`src/hdl/mips_pkg.sv`:
```
package mips_pkg;

   // opcodes
   localparam logic [5:0] OP_RTYPE = 6'b000000;
   localparam logic [5:0] OP_J     = 6'b000010;
   localparam logic [5:0] OP_JAL   = 6'b000011;
   localparam logic [5:0] OP_BEQ   = 6'b000100;
   localparam logic [5:0] OP_BNE   = 6'b000101;
   localparam logic [5:0] OP_ADDIU = 6'b001001;
   localparam logic [5:0] OP_ANDI  = 6'b001100;
   localparam logic [5:0] OP_ORI   = 6'b001101;
   localparam logic [5:0] OP_LUI   = 6'b001111;
   localparam logic [5:0] OP_LB    = 6'b100000;
   localparam logic [5:0] OP_LH    = 6'b100001;
   localparam logic [5:0] OP_LW    = 6'b100011;
   localparam logic [5:0] OP_LBU   = 6'b100100;
   localparam logic [5:0] OP_LHU   = 6'b100101;
   localparam logic [5:0] OP_SB    = 6'b101000;
   localparam logic [5:0] OP_SH    = 6'b101001;
   localparam logic [5:0] OP_SW    = 6'b101011;

   // R-type function codes
   localparam logic [5:0] FN_SLL  = 6'b000000;
   localparam logic [5:0] FN_SRL  = 6'b000010;
   localparam logic [5:0] FN_SRA  = 6'b000011;
   localparam logic [5:0] FN_JR   = 6'b001000;
   localparam logic [5:0] FN_ADDU = 6'b100001;
   localparam logic [5:0] FN_SUBU = 6'b100011;
   localparam logic [5:0] FN_AND  = 6'b100100;
   localparam logic [5:0] FN_OR   = 6'b100101;
   localparam logic [5:0] FN_XOR  = 6'b100110;
   localparam logic [5:0] FN_SLT  = 6'b101010;

   typedef enum logic [3:0] {
      ALU_ADD, ALU_SUB, ALU_AND, ALU_OR, ALU_XOR,
      ALU_SLT, ALU_SLL, ALU_SRL, ALU_SRA, ALU_LUI
   } alu_op_t;

   typedef enum logic [1:0] {SRC_A_REG, SRC_A_FWD, SRC_A_SHAMT} src_a_t;
   typedef enum logic [1:0] {SRC_B_REG, SRC_B_FWD, SRC_B_SIMM, SRC_B_ZIMM} src_b_t;
   typedef enum logic [1:0] {WB_ALU, WB_LOAD, WB_CNT, WB_LINK} wb_sel_t;
   typedef enum logic [1:0] {NPC_SEQ, NPC_BRANCH, NPC_JUMP, NPC_REG} next_pc_t;

   // destination register select
   localparam logic [1:0] DST_RT = 2'd0;
   localparam logic [1:0] DST_RD = 2'd1;
   localparam logic [1:0] DST_RA = 2'd2;

   // access size, same as opcode bits 27:26 of loads and stores
   localparam logic [1:0] SZ_BYTE = 2'b00;
   localparam logic [1:0] SZ_HALF = 2'b01;
   localparam logic [1:0] SZ_WORD = 2'b11;

   // counter window: +0 cycles, +4 instructions, store to +8 clears
   localparam logic [31:0] CNT_BASE = 32'h8000_0000;

endpackage

```
`src/hdl/alu.sv`:
```
`timescale 1ns/1ps

module alu (
   input  logic [31:0]       a,
   input  logic [31:0]       b,
   input  mips_pkg::alu_op_t op,
   output logic [31:0]       result
);

   always_comb begin
      case (op)
         mips_pkg::ALU_ADD: result = a + b;
         mips_pkg::ALU_SUB: result = a - b;
         mips_pkg::ALU_AND: result = a & b;
         mips_pkg::ALU_OR:  result = a | b;
         mips_pkg::ALU_XOR: result = a ^ b;
         mips_pkg::ALU_SLT: result = {31'b0, $signed(a) < $signed(b)};
         mips_pkg::ALU_SLL: result = b << a[4:0];    // amount always from a
         mips_pkg::ALU_SRL: result = b >> a[4:0];
         mips_pkg::ALU_SRA: result = $unsigned($signed(b) >>> a[4:0]);
         mips_pkg::ALU_LUI: result = {b[15:0], 16'h0000};
         default:           result = 32'h0;
      endcase
   end

endmodule

```
`src/hdl/reg_file.sv`:
```
`timescale 1ns/1ps

module reg_file (
   input  logic        CLK,
   input  logic        we,
   input  logic [4:0]  ra1,
   input  logic [4:0]  ra2,
   input  logic [4:0]  wa,
   input  logic [31:0] wd,
   output logic [31:0] rd1,
   output logic [31:0] rd2
);

   logic [31:0] regs [0:31];

   always_ff @(posedge CLK) begin
      if (we && wa != 5'd0) begin
         regs[wa] <= wd;
      end
   end

   // same-cycle write is seen by the reader
   assign rd1 = (ra1 == 5'd0) ? 32'h0 : (we && wa == ra1) ? wd : regs[ra1];
   assign rd2 = (ra2 == 5'd0) ? 32'h0 : (we && wa == ra2) ? wd : regs[ra2];

endmodule

```
`src/hdl/load_store_align.sv`:
```
`timescale 1ns/1ps

module load_store_align (
   input  logic [1:0]  size,
   input  logic        sign_ext,
   input  logic [1:0]  ex_offset,
   input  logic [1:0]  wb_offset,
   input  logic [31:0] store_data,
   input  logic [31:0] mem_rdata,
   output logic [31:0] lane_data,
   output logic [31:0] store_lanes,
   output logic [3:0]  byte_en
);

   logic [7:0]  ld_byte;
   logic [15:0] ld_half;

   // big-endian, offset 0 sits in bits 31:24
   assign ld_byte = mem_rdata[{~wb_offset, 3'b000} +: 8];
   assign ld_half = wb_offset[1] ? mem_rdata[15:0] : mem_rdata[31:16];

   always_comb begin
      case (size)
         mips_pkg::SZ_BYTE: lane_data = {{24{sign_ext & ld_byte[7]}}, ld_byte};
         mips_pkg::SZ_HALF: lane_data = {{16{sign_ext & ld_half[15]}}, ld_half};
         default:           lane_data = mem_rdata;
      endcase
   end

   always_comb begin
      case (size)
         mips_pkg::SZ_BYTE: begin
            store_lanes = {24'h0, store_data[7:0]} << {~ex_offset, 3'b000};
            byte_en     = 4'b1000 >> ex_offset;
         end
         mips_pkg::SZ_HALF: begin
            // offset bit 0 ignored, halfwords are aligned
            store_lanes = ex_offset[1] ? {16'h0, store_data[15:0]}
                                       : {store_data[15:0], 16'h0};
            byte_en     = ex_offset[1] ? 4'b0011 : 4'b1100;
         end
         default: begin
            store_lanes = store_data;
            byte_en     = 4'b1111;
         end
      endcase
   end

endmodule

```
`src/hdl/control_unit.sv`:
```
`timescale 1ns/1ps

module control_unit (
   input  logic [31:0]        ex_instr,
   input  logic               branch_taken,
   input  logic               fwd_valid,
   input  logic [4:0]         fwd_reg,
   input  logic               ctr_hit,
   output mips_pkg::alu_op_t  alu_op,
   output mips_pkg::src_a_t   src_a,
   output mips_pkg::src_b_t   src_b,
   output logic [1:0]         dst_sel,
   output logic               reg_write,
   output logic               mem_read,
   output logic               mem_write,
   output logic [1:0]         mem_size,
   output logic               mem_signed,
   output mips_pkg::wb_sel_t  wb_sel,
   output mips_pkg::next_pc_t next_pc
);

   logic [5:0] opcode;
   logic [5:0] funct;
   logic       rs_fwd;
   logic       rt_fwd;

   assign opcode = ex_instr[31:26];
   assign funct  = ex_instr[5:0];

   // previous result still in write-back, $0 never forwarded
   assign rs_fwd = fwd_valid && fwd_reg != 5'd0 && fwd_reg == ex_instr[25:21];
   assign rt_fwd = fwd_valid && fwd_reg != 5'd0 && fwd_reg == ex_instr[20:16];

   assign mem_size   = ex_instr[27:26];  // byte/half/word by opcode
   assign mem_signed = ~ex_instr[28];    // lbu/lhu have bit 28 set

   always_comb begin
      alu_op    = mips_pkg::ALU_ADD;
      src_a     = rs_fwd ? mips_pkg::SRC_A_FWD : mips_pkg::SRC_A_REG;
      src_b     = rt_fwd ? mips_pkg::SRC_B_FWD : mips_pkg::SRC_B_REG;
      dst_sel   = mips_pkg::DST_RT;
      reg_write = 1'b0;
      mem_read  = 1'b0;
      mem_write = 1'b0;
      wb_sel    = mips_pkg::WB_ALU;
      next_pc   = mips_pkg::NPC_SEQ;

      case (opcode)
         mips_pkg::OP_RTYPE: begin
            dst_sel   = mips_pkg::DST_RD;
            reg_write = 1'b1;
            case (funct)
               mips_pkg::FN_ADDU: alu_op = mips_pkg::ALU_ADD;
               mips_pkg::FN_SUBU: alu_op = mips_pkg::ALU_SUB;
               mips_pkg::FN_AND:  alu_op = mips_pkg::ALU_AND;
               mips_pkg::FN_OR:   alu_op = mips_pkg::ALU_OR;
               mips_pkg::FN_XOR:  alu_op = mips_pkg::ALU_XOR;
               mips_pkg::FN_SLT:  alu_op = mips_pkg::ALU_SLT;
               mips_pkg::FN_SLL, mips_pkg::FN_SRL, mips_pkg::FN_SRA: begin
                  src_a  = mips_pkg::SRC_A_SHAMT;
                  alu_op = (funct == mips_pkg::FN_SLL) ? mips_pkg::ALU_SLL :
                           (funct == mips_pkg::FN_SRL) ? mips_pkg::ALU_SRL :
                                                         mips_pkg::ALU_SRA;
               end
               mips_pkg::FN_JR: begin
                  reg_write = 1'b0;
                  next_pc   = mips_pkg::NPC_REG;  // target is operand a
               end
               default: reg_write = 1'b0;
            endcase
         end
         mips_pkg::OP_ADDIU: begin
            src_b     = mips_pkg::SRC_B_SIMM;
            reg_write = 1'b1;
         end
         mips_pkg::OP_ANDI, mips_pkg::OP_ORI, mips_pkg::OP_LUI: begin
            src_b     = mips_pkg::SRC_B_ZIMM;
            reg_write = 1'b1;
            alu_op    = (opcode == mips_pkg::OP_ANDI) ? mips_pkg::ALU_AND :
                        (opcode == mips_pkg::OP_ORI)  ? mips_pkg::ALU_OR  :
                                                        mips_pkg::ALU_LUI;
         end
         mips_pkg::OP_LB, mips_pkg::OP_LBU, mips_pkg::OP_LH, mips_pkg::OP_LHU,
         mips_pkg::OP_LW: begin
            src_b     = mips_pkg::SRC_B_SIMM;
            reg_write = 1'b1;
            mem_read  = 1'b1;
            wb_sel    = ctr_hit ? mips_pkg::WB_CNT : mips_pkg::WB_LOAD;
         end
         mips_pkg::OP_SB, mips_pkg::OP_SH, mips_pkg::OP_SW: begin
            src_b     = mips_pkg::SRC_B_SIMM;
            mem_write = 1'b1;
         end
         mips_pkg::OP_BEQ, mips_pkg::OP_BNE: begin
            if (branch_taken) begin
               next_pc = mips_pkg::NPC_BRANCH;
            end
         end
         mips_pkg::OP_J: next_pc = mips_pkg::NPC_JUMP;
         mips_pkg::OP_JAL: begin
            next_pc   = mips_pkg::NPC_JUMP;
            dst_sel   = mips_pkg::DST_RA;
            reg_write = 1'b1;
            wb_sel    = mips_pkg::WB_LINK;
         end
         default: ;
      endcase
   end

endmodule

```
`src/hdl/datapath.sv`:
```
`timescale 1ns/1ps

module datapath #(
   parameter logic [31:0] RESET_PC = 32'h0
) (
   input  logic               CLK,
   input  logic               rst,
   input  logic               stall,
   output logic [31:0]        imem_addr,
   input  logic [31:0]        imem_rdata,
   output logic [31:0]        dmem_addr,
   output logic [31:0]        dmem_wdata,
   output logic [3:0]         dmem_we,
   output logic               dmem_re,
   input  logic [31:0]        dmem_rdata,
   output logic [31:0]        ex_instr,
   output logic               fwd_valid,
   output logic [4:0]         fwd_reg,
   output logic               branch_taken,
   output logic               ctr_hit,
   input  mips_pkg::alu_op_t  alu_op,
   input  mips_pkg::src_a_t   src_a,
   input  mips_pkg::src_b_t   src_b,
   input  logic [1:0]         dst_sel,
   input  logic               reg_write,
   input  logic               mem_read,
   input  logic               mem_write,
   input  logic [1:0]         mem_size,
   input  logic               mem_signed,
   input  mips_pkg::wb_sel_t  wb_sel,
   input  mips_pkg::next_pc_t next_pc
);

   logic [31:0] pc, pc_next;
   logic [31:0] fe_pc4;
   logic        fe_valid;
   logic        stall_q;
   logic [31:0] instr_q, instr_now;
   logic [31:0] ld_q, ld_now;

   logic [4:0]  dst;
   logic [31:0] simm, zimm;
   logic [31:0] rd1, rd2, op_a, op_b, alu_result;
   logic [31:0] store_lanes, lane_data;
   logic [3:0]  byte_en;
   logic        cnt_clr;
   logic [31:0] cycle_cnt, instr_cnt;

   logic        wb_reg_write;
   mips_pkg::wb_sel_t wb_src;
   logic [31:0] wb_result, wb_link, wb_value;
   logic [4:0]  wb_dst;
   logic [1:0]  wb_size, wb_offset;
   logic        wb_signed, wb_cnt_sel;

   // fetch
   assign imem_addr = pc;

   always_comb begin
      case (next_pc)
         mips_pkg::NPC_BRANCH: pc_next = fe_pc4 + {simm[29:0], 2'b00};  // from delay slot
         mips_pkg::NPC_JUMP:   pc_next = {fe_pc4[31:28], ex_instr[25:0], 2'b00};
         mips_pkg::NPC_REG:    pc_next = op_a;
         default:              pc_next = pc + 32'd4;
      endcase
   end

   always_ff @(posedge CLK) begin
      if (rst) begin
         pc       <= RESET_PC;
         fe_valid <= 1'b0;
         stall_q  <= 1'b0;
      end else begin
         stall_q <= stall;
         if (!stall) begin
            pc       <= pc_next;
            fe_valid <= 1'b1;  // bubble only until the first fetch returns
         end
      end
   end

   always_ff @(posedge CLK) begin
      if (!stall) begin
         fe_pc4 <= pc + 32'd4;
      end
      instr_q <= instr_now;  // keeps memory words alive across a stall
      ld_q    <= ld_now;
   end

   // memory output moves on during stall, the copy does not
   assign instr_now = stall_q ? instr_q : imem_rdata;
   assign ld_now    = stall_q ? ld_q : dmem_rdata;
   assign ex_instr  = fe_valid ? instr_now : 32'h0;

   // execute
   assign simm = {{16{ex_instr[15]}}, ex_instr[15:0]};
   assign zimm = {16'h0, ex_instr[15:0]};

   reg_file u_rf (
      .CLK (CLK),
      .we  (wb_reg_write && !stall),
      .ra1 (ex_instr[25:21]),
      .ra2 (ex_instr[20:16]),
      .wa  (wb_dst),
      .wd  (wb_value),
      .rd1 (rd1),
      .rd2 (rd2)
   );

   always_comb begin
      case (src_a)
         mips_pkg::SRC_A_FWD:   op_a = wb_result;
         mips_pkg::SRC_A_SHAMT: op_a = {27'h0, ex_instr[10:6]};
         default:               op_a = rd1;
      endcase
      case (src_b)
         mips_pkg::SRC_B_FWD:  op_b = wb_result;
         mips_pkg::SRC_B_SIMM: op_b = simm;
         mips_pkg::SRC_B_ZIMM: op_b = zimm;
         default:              op_b = rd2;
      endcase
   end

   alu u_alu (
      .a      (op_a),
      .b      (op_b),
      .op     (alu_op),
      .result (alu_result)
   );

   // bit 26 turns beq into bne
   assign branch_taken = (op_a == op_b) ^ ex_instr[26];

   always_comb begin
      case (dst_sel)
         mips_pkg::DST_RD: dst = ex_instr[15:11];
         mips_pkg::DST_RA: dst = 5'd31;
         default:          dst = ex_instr[20:16];
      endcase
   end

   // store lanes follow the execute-stage size, load lanes the write-back size
   load_store_align u_st_align (
      .size        (mem_size),
      .sign_ext    (mem_signed),
      .ex_offset   (alu_result[1:0]),
      .wb_offset   (wb_offset),
      .store_data  (rd2),
      .mem_rdata   (ld_now),
      .lane_data   (),
      .store_lanes (store_lanes),
      .byte_en     (byte_en)
   );

   load_store_align u_ld_align (
      .size        (wb_size),
      .sign_ext    (wb_signed),
      .ex_offset   (alu_result[1:0]),
      .wb_offset   (wb_offset),
      .store_data  (rd2),
      .mem_rdata   (ld_now),
      .lane_data   (lane_data),
      .store_lanes (),
      .byte_en     ()
   );

   assign ctr_hit    = alu_result[31];  // counter window, only bit 31 decoded
   assign dmem_addr  = alu_result;
   assign dmem_wdata = store_lanes;
   assign dmem_we    = (mem_write && !ctr_hit && !stall) ? byte_en : 4'b0000;
   assign dmem_re    = mem_read && !ctr_hit && !stall;

   // counters
   assign cnt_clr = mem_write && ctr_hit && !stall && alu_result[3:2] == 2'b10;

   always_ff @(posedge CLK) begin
      if (rst || cnt_clr) begin
         cycle_cnt <= 32'h0;
         instr_cnt <= 32'h0;
      end else begin
         cycle_cnt <= cycle_cnt + 32'd1;  // runs through stall
         if (!stall && fe_valid) begin
            instr_cnt <= instr_cnt + 32'd1;
         end
      end
   end

   // write-back
   always_ff @(posedge CLK) begin
      if (rst) begin
         wb_reg_write <= 1'b0;
         wb_src       <= mips_pkg::WB_ALU;
      end else if (!stall) begin
         wb_reg_write <= reg_write && fe_valid;
         wb_src       <= wb_sel;
      end
   end

   always_ff @(posedge CLK) begin
      if (!stall) begin
         wb_result  <= alu_result;
         wb_dst     <= dst;
         wb_size    <= mem_size;
         wb_signed  <= mem_signed;
         wb_offset  <= alu_result[1:0];
         wb_cnt_sel <= alu_result[2];  // +4 selects instructions
         wb_link    <= fe_pc4 + 32'd4;
      end
   end

   always_comb begin
      case (wb_src)
         mips_pkg::WB_LOAD: wb_value = lane_data;
         mips_pkg::WB_CNT:  wb_value = wb_cnt_sel ? instr_cnt : cycle_cnt;
         mips_pkg::WB_LINK: wb_value = wb_link;
         default:           wb_value = wb_result;
      endcase
   end

   // only plain ALU results go back to execute
   assign fwd_valid = wb_reg_write && wb_src == mips_pkg::WB_ALU;
   assign fwd_reg   = wb_dst;

endmodule

```
`src/hdl/mips_core.sv`:
```
`timescale 1ns/1ps

module mips_core #(
   parameter logic [31:0] RESET_PC = 32'h0
) (
   input  logic        CLK,
   input  logic        rst,
   input  logic        stall,
   output logic [31:0] imem_addr,
   input  logic [31:0] imem_rdata,
   output logic [31:0] dmem_addr,
   output logic [31:0] dmem_wdata,
   output logic [3:0]  dmem_we,
   output logic        dmem_re,
   input  logic [31:0] dmem_rdata
);

   logic [31:0]        ex_instr;
   logic               fwd_valid;
   logic [4:0]         fwd_reg;
   logic               branch_taken;
   logic               ctr_hit;
   mips_pkg::alu_op_t  alu_op;
   mips_pkg::src_a_t   src_a;
   mips_pkg::src_b_t   src_b;
   logic [1:0]         dst_sel;
   logic               reg_write;
   logic               mem_read;
   logic               mem_write;
   logic [1:0]         mem_size;
   logic               mem_signed;
   mips_pkg::wb_sel_t  wb_sel;
   mips_pkg::next_pc_t next_pc;

   control_unit u_ctrl (
      .ex_instr     (ex_instr),
      .branch_taken (branch_taken),
      .fwd_valid    (fwd_valid),
      .fwd_reg      (fwd_reg),
      .ctr_hit      (ctr_hit),
      .alu_op       (alu_op),
      .src_a        (src_a),
      .src_b        (src_b),
      .dst_sel      (dst_sel),
      .reg_write    (reg_write),
      .mem_read     (mem_read),
      .mem_write    (mem_write),
      .mem_size     (mem_size),
      .mem_signed   (mem_signed),
      .wb_sel       (wb_sel),
      .next_pc      (next_pc)
   );

   datapath #(
      .RESET_PC (RESET_PC)
   ) u_dp (
      .CLK          (CLK),
      .rst          (rst),
      .stall        (stall),
      .imem_addr    (imem_addr),
      .imem_rdata   (imem_rdata),
      .dmem_addr    (dmem_addr),
      .dmem_wdata   (dmem_wdata),
      .dmem_we      (dmem_we),
      .dmem_re      (dmem_re),
      .dmem_rdata   (dmem_rdata),
      .ex_instr     (ex_instr),
      .fwd_valid    (fwd_valid),
      .fwd_reg      (fwd_reg),
      .branch_taken (branch_taken),
      .ctr_hit      (ctr_hit),
      .alu_op       (alu_op),
      .src_a        (src_a),
      .src_b        (src_b),
      .dst_sel      (dst_sel),
      .reg_write    (reg_write),
      .mem_read     (mem_read),
      .mem_write    (mem_write),
      .mem_size     (mem_size),
      .mem_signed   (mem_signed),
      .wb_sel       (wb_sel),
      .next_pc      (next_pc)
   );

endmodule

```
`config.mk`:
```
export PLATFORM = sky130hd
export DESIGN_NAME = mips_core
export DESIGN_NICKNAME = d
export VERILOG_FILES = /design/src/hdl/mips_pkg.sv /design/src/hdl/alu.sv /design/src/hdl/reg_file.sv /design/src/hdl/load_store_align.sv /design/src/hdl/control_unit.sv /design/src/hdl/datapath.sv /design/src/hdl/mips_core.sv
export SDC_FILE = /design/constraint.sdc
export NUM_CORES = 2
export LEC_CHECK = 0
export BUFFER_PORTS_ARGS = -buffer_cell sky130_fd_sc_hd__buf_2
export CELL_PAD_IN_SITES_DETAIL_PLACEMENT = 1
export CELL_PAD_IN_SITES_GLOBAL_PLACEMENT = 2
export CORE_AREA = 2 2 446 448
export DETAILED_ROUTE_END_ITERATION = 8
export DIE_AREA = 0 0 448 450
export GPL_ROUTABILITY_DRIVEN = 0
export GPL_TIMING_DRIVEN = 0
export PLACE_DENSITY_LB_ADDON = 0.05
export REMOVE_ABC_BUFFERS = 1
export SLEW_MARGIN = 0
export SYNTH_ARGS = -nofsm -noshare
export SYNTH_HDL_FRONTEND = slang
export SYNTH_SLANG_ARGS = --single-unit
```
`constraint.sdc`:
```
create_clock -name CLK -period 14.67 [get_ports CLK]
set_input_delay 1.467 -clock CLK [delete_from_list [all_inputs] [get_ports CLK]]
set_output_delay 1.467 -clock CLK [all_outputs]
set_load 0.01 [all_outputs]
```
# Yosys cells after proc, flatten, opt, wreduce, memory -nomap -nowiden

Memories as Yosys holds them, arrays and structs flattened.
Cells that the tools add are included.

Bits in registers: 272
Memory bits (writable): 1,024
Input bits: 67
Output and inout bits: 101
Memories: 1

Add/sub/neg operators: 7
Order comparisons: 1
Eq/ne operators: 53
Shift-type cells: 6
Mux-type cells: 44
Bitwise gates (word level): 9
Reduce and logical (&&, ||, !) cells: 38

Memory list:

| memory         | words | bits a word | rd ports | clocked after memory_dff | wr ports | line           | RTL |
|---|---|---|---|---|---|---|---|
| u_dp.u_rf.regs | 32    | 32          | 2        | 0                        | 1        | reg_file.sv:14 | `logic [31:0] regs [0:31];` |

Operators by type and width:

| kind                                           | number |
|---|---|
| one-hot mux 32 bit (10 select lines)           | 1 |
| two-way mux 32 bit                             | 9 |
| one-hot mux 32 bit (3 select lines)            | 3 |
| one-hot mux 32 bit (2 select lines)            | 3 |
| == test 6 bit (second input constant)          | 14 |
| adder 32 x 1 -> 32 bit (second input constant) | 2 |
| adder 32 x 3 -> 32 bit (second input constant) | 2 |
| adder 32 bit                                   | 2 |
| AND 32 bit                                     | 1 |
| == test 32 bit                                 | 1 |
| less-than comparator 32 bit                    | 1 |
| bitwise OR 32 bit                              | 1 |
| indexed part select 32 x 6 -> 8 bit            | 1 |
| left shift 32 x 5 -> 32 bit                    | 1 |
| left shift 8 x 5 -> 32 bit                     | 1 |
| >> shifter 32 x 5 -> 32 bit                    | 1 |
| >>> shifter 32 x 5 -> 32 bit                   | 1 |
| subtractor 32 bit                              | 1 |
| XOR 32 bit                                     | 1 |
| == test 6 x 4 -> 1 bit (second input constant) | 5 |
| == test 6 x 2 -> 1 bit (second input constant) | 4 |
| two-way mux 4 bit                              | 6 |
| one-hot mux 4 bit (6 select lines)             | 1 |
| == test 2 bit (second input constant)          | 9 |
| 33 further kinds                               | 86 |

# Logic depth before layout (Yosys ltp)

Word-level depth: 15
Depth in mapped cells: 41

# Hierarchy

A second synthesis with hierarchy kept.

Cells, all modules: 5,815
Area, all modules: 75,040.7 um^2

Modules (own cells, without submodules):

| module           | times used | cells each | area an instance (um^2) | sequential area each (um^2) |
|---|---|---|---|---|
| reg_file         | 1          | 2,520      | 47,869.7                | 30,749.5 |
| datapath         | 1          | 1,550      | 15,446.1                | 6,426.2 |
| alu              | 1          | 1,319      | 8,759.7                 | 0.0 |
| load_store_align | 2          | 168        | 1,196.1                 | 0.0 |
| control_unit     | 1          | 90         | 573.0                   | 0.0 |

# Least setup slack after synthesis

OpenSTA, ideal clock, no wires.

Path kind: input -> output
Start point: input port imem_rdata[29]
End point: output port dmem_we[3]
Arrival time: 8.975 ns
Data required time: 13.203 ns
Slack: 4.228 ns
Stages on the path: 34
Path buffers: 8
Cell sequence: mux2_2 > o21bai_1 > o21ai_0 > nand2b_1 > buf_2 > nor3_1 > nor3_1 > ha_1 > clkbuf_1 > a221o_1 > and2_1 > o311a_1 > a32o_1 > buf_2 > buf_1 > buf_1 > clkbuf_1 > buf_2 > ha_1 > clkbuf_1 > and3_1 > a221o_1 > o2111a_1 > o21bai_1 > a31oi_1 > a21oi_1 > o21ai_0 > o41ai_1 > mux2i_1 > a2111oi_0 > o2111ai_1 > nand2_1 > inv_1 > nor3_1

Word-level cells in the longest chain between the ends: 13
Elaborated cells between the ends (all ways): 58
Classes of those cells: 2 x add/sub; 1 x order compare; 26 x eq/ne; 4 x shift; 14 x mux; 3 x bitwise; 8 x reduce/logical

RTL lines:

| item                                                                             | line               | RTL |
|---|---|---|
| start, declared                                                                  | mips_core.sv:10    | `input logic [31:0] imem_rdata,` |
| two-way mux 32 bit *                                                             | datapath.sv:91     | `assign instr_now = stall_q ? instr_q : imem_rdata;` |
| two-way mux 32 bit *                                                             | datapath.sv:93     | `assign ex_instr = fe_valid ? instr_now : 32'h0;` |
| == test 6 x 4 -> 1 bit, or another cell as far along                             | control_unit.sv:48 | `case (opcode)` |
| OR reduction 9 bit (no source line) / OR reduction 3 bit (equally long branches) | n/a                |  |
| one-hot mux 2 bit (2 select lines)                                               | control_unit.sv:48 |  |
| == test 2 bit / == test 2 x 1 -> 1 bit (equally long branches)                   | datapath.sv:116    | `case (src_b)` |
| one-hot mux 32 bit (3 select lines)                                              | datapath.sv:116    |  |
| subtractor 32 bit, or another cell as far along                                  | alu.sv:13          | `mips_pkg::ALU_SUB: result = a - b;` |
| one-hot mux 32 bit (10 select lines) *                                           | alu.sv:11          | `case (op)` |
| named net ctr_hit                                                                | mips_core.sv:22    | `logic ctr_hit;` |
| logical NOT 1 bit *                                                              | datapath.sv:170    | `assign dmem_we = (mem_write && !ctr_hit && !stall) ? byte_en : 4'b0000;` |
| logical AND 1 bit * (2 in series)                                                | datapath.sv:170    |  |
| two-way mux 4 bit *                                                              | datapath.sv:170    |  |
| end, declared                                                                    | mips_core.sv:13    | `output logic [3:0] dmem_we,` |

The timed path passes the listed nets; every way through them passes the cells marked *.

# Final worst setup path

Start point: register u_dp.stall_q
End point: output port dmem_wdata[21]

Elaborated cells between the ends (all ways): 90
Classes of those cells: 2 x add/sub; 1 x order compare; 36 x eq/ne; 5 x shift; 26 x mux; 6 x bitwise; 13 x reduce/logical; 1 x memory

RTL lines:

| item                                                                             | line                   | RTL |
|---|---|---|
| start, declared                                                                  | datapath.sv:37         | `logic stall_q;` |
| start signal, assigned                                                           | datapath.sv:74         | `stall_q <= stall;` |
| two-way mux 32 bit *                                                             | datapath.sv:91         |  |
| named net u_dp.instr_now[29]                                                     | datapath.sv:38         | `logic [31:0] instr_q, instr_now;` |
| two-way mux 32 bit *                                                             | datapath.sv:93         |  |
| == test 6 x 4 -> 1 bit, or another cell as far along                             | control_unit.sv:48     |  |
| OR reduction 9 bit (no source line) / OR reduction 3 bit (equally long branches) | n/a                    |  |
| one-hot mux 2 bit (2 select lines)                                               | control_unit.sv:48     |  |
| == test 2 bit / == test 2 x 1 -> 1 bit (equally long branches)                   | datapath.sv:116        |  |
| one-hot mux 32 bit (3 select lines)                                              | datapath.sv:116        |  |
| subtractor 32 bit, or another cell as far along                                  | alu.sv:13              |  |
| one-hot mux 32 bit (10 select lines) *                                           | alu.sv:11              |  |
| NOT 2 bit                                                                        | load_store_align.sv:33 | `store_lanes = {24'h0, store_data[7:0]} << {~ex_offset, 3'b000};` |
| left shift 8 x 5 -> 32 bit                                                       | load_store_align.sv:33 |  |
| one-hot mux 32 bit (2 select lines) *                                            | load_store_align.sv:31 | `case (size)` |
| end, declared                                                                    | mips_core.sv:12        | `output logic [31:0] dmem_wdata,` |

Marks and branches as above.

==> results.toml <==
[grt]
grt_max_degree = 120
antenna_found_initial = 28
grt_overflow = 0
grt_pass1_vias = 68800
grt_pass1_wl_mm = 555
track_usage = 0.391

[sta]
skew_ns = 0.0304
worst_slew_pin_slew_ns = 1.62
fin_setup_tns_ns = -0.0179
fmax_mhz = 68.1
slew_headroom = -0.0830
setup_ws_ns = -0.0179
period_share = 1.00
slew_viol_final = 82
fin_hold_ws_ns = 0.467
final_hold_viol_count = 0
rsz0062_at_grt = "no"
period_minus_slack_ns = 14.69
setup_viol = 1

[floorplanning]
die_w_um = 448
fp-row-count = 163
start_util = 0.399
io_pins = 168
die_area_sq_um = 202000
die_y_um = 450
coreArea_sq_um = 197000

[yosys]
yosysTopAreaCell = "edfxtp_1"
async_reset_ff_frac = 0
syn_inst = 7481
ys_seq_area_frac = 0.474
synth_ff_type = "edfxtp_1"
syn_avg_cell_area_sq_um = 10.5
ys_ff_latch = 1293
yosysWarnings = 0
ys_types = 129
synth_area_leaders = "edfxtp_1 43%, dfxtp_1 4.2%, mux4_2 4.2%"
synth.top_cell.area_share = 0.432
synth_area_sq_um = 78400
synth_edf_count = 1128

[power]
p_sw_frac = 0.379
seqPwrFrac = 0.368
internal_power_mw = 7.55
power.density_nw_per_um2 = 135
comb_power_share = 0.322
ir_drop_v = 0.000121
p_sw_mw = 4.61
clockPowerShare = 0.310
leakage_nw = 31.5
p_total_mw = 12.2

[worst_setup_path]
critical_path_class = "register to primary output"
r2r_setup_slack_ns = 1.36
critPathMostFrequentCell = "nor3_1"
critical_path.max_stage_delay_ns = 1.05
cp-start-kind = "register"
critPathSlowestCell = "and2_1"
arrival_ns = 13.22
required_ns = 13.20
crit_fanout = 78
worstSetupEndpointType = "primary output"

[clock_tree]
numCtsBuffers = 155
cts_tree = "built"
htreeDepth = 4
clockBufferDepth = 3
clk_pin_slew_ns = 0.06
cts.sinks = 1293
insertion_delay_ns = 0.84
clockRootBuffer = "clkbuf_16"

[routing]
drc = 0
wl_per_cell_um = 39.5
drt_iter0_markers = 9733
drt_pre_antenna_iters = 6
via_per_inst = 6.92
num_vias = 70900
routed_wl_mm = 405
final_antenna_net_count = 0

[finish]
layout.nets = 7666
syn2layout_area_growth_pct = 15.1
drive_above_1_share = 0.158
layoutNonFillerInstCount = 10200
largest_reg_flops = 1024
top_register = "u_dp.u_rf.regs"
final_util = 0.459
finish.instance_area_sq_um = 90200
layout_common_cells = "1,128 x edfxtp_1, 831 x nand2_1, 494 x a21oi_1, 357 x nor2_1, 305 x o21ai_0"
nFillCells = 21000
final_common_cell = "edfxtp_1"

[outcome]
status = "finished with violations"
violations = "capacitance limit, slew limit, setup timing"

[job]
maxCapViolCount = 11

[placed_design]
post_dp_cell_area_sq_um = 85300
dpl_worst_slack_ns = 0.349
dp_cells = 9939
port_buffers = 167
dpl.hpwl_mm = 287

[worst_hold_path]
hp-class = "register to register"
==> repair_timing <==
action,CTS,global route
endpoints found under the setup margin,0,30
buffers inserted,0,5
hold buffers,0,0
gates resized for setup,0,5
==> critical path: cells and delay by family (launching register included) <==
| kind | cells | cell delay, ns |
|---|---|---|
| buffers and inverters | 5 | 1.33 |
| AOI/OAI and AO/OA | 13 | 4.10 |
| DFF | 1 | 0.54 |
| and+or+nand+nor | 9 | 4.09 |
| adders and majority gates | 3 | 1.61 |
| muxes | 1 | 0.44 |
==> worst paths after layout <==
check,from,to,cells after the start
worst max-delay path,u_dp.stall_q,dmem_wdata[21],31
worst min-delay path,u_dp.instr_q[8],u_dp.instr_q[8],1
worst max register to register,u_dp.stall_q,u_dp.instr_cnt[20],33
worst min register to register,u_dp.instr_q[8],u_dp.instr_q[8],1
==> layer usage <==
| metal | track usage | wire (um) | vias to the layer above |
|---|---|---|---|
| li1 | - | - | 29000 |
| met1 | 0.528 | 163000 | 36800 |
| met2 | 0.574 | 173000 | 4154 |
| met3 | 0.0963 | 42800 | 936 |
| met4 | 0.210 | 25800 | 14 |
| met5 | 0 | 91 | - |
==> power by group through the flow <==
stage / Combinational [mW] / Sequential, mW / Clock [mW]
floorplan: 1.99 / 4.50 / 0
global route: 3.99 / 4.48 / 3.93
CTS: 3.74 / 4.47 / 3.80
finish: 3.91 / 4.48 / 3.77
detailed placement: 3.73 / 4.55 / 0
global placement: 3.58 / 4.61 / 0
==> cell type report <==
class,count,area [sq um],share of cell area
Multi-Input combinational cell,5375,38200,0.423
Sequential cell,1293,37200,0.412
Timing Repair Buffer,422,5870,0.0650
Clock buffer,212,4250,0.0471
Tap cell,2640,3300,0.0366
Inverter,216,861,0.00954
Clock inverter,69,552,0.00611
Antenna cell,10,25.0,0.000277
==> synthesized netlist by cell type, drive strengths merged (31+ instances only) <==
library cell     n
a221oi          59
xnor2           92
mux2           116
a311oi          72
buf            311
nand3          276
o22ai           65
and2            55
nor2           470
xor2            77
a21boi          96
a31oi           82
and3           232
a211oi         256
clkbuf         317
mux2i          233
a21o            45
a221o           43
o31ai           50
a211o           31
nand2          846
mux4           145
nand4           64
o221ai         108
a22oi           62
nor3           114
a21oi          509
a32oi           40
a32o            36
o32ai           31
o21ai          335
dfxtp          165
inv            213
ha             133
edfxtp        1128
o211ai         111
o32a            41
==> cells by family after synthesis <==
logic type / count (synthesis) / synth area share
adders and majority gates: 136 / 0.0220
AOI/OAI and AO/OA: 2330 / 0.213
muxes: 494 / 0.0890
other: 1 / 0.0000478
and+or+nand+nor: 2214 / 0.134
buffers and inverters: 844 / 0.0490
xor gates and xnor gates: 169 / 0.0189
DFF: 1293 / 0.474
Power figures use the tool's default switching activity.
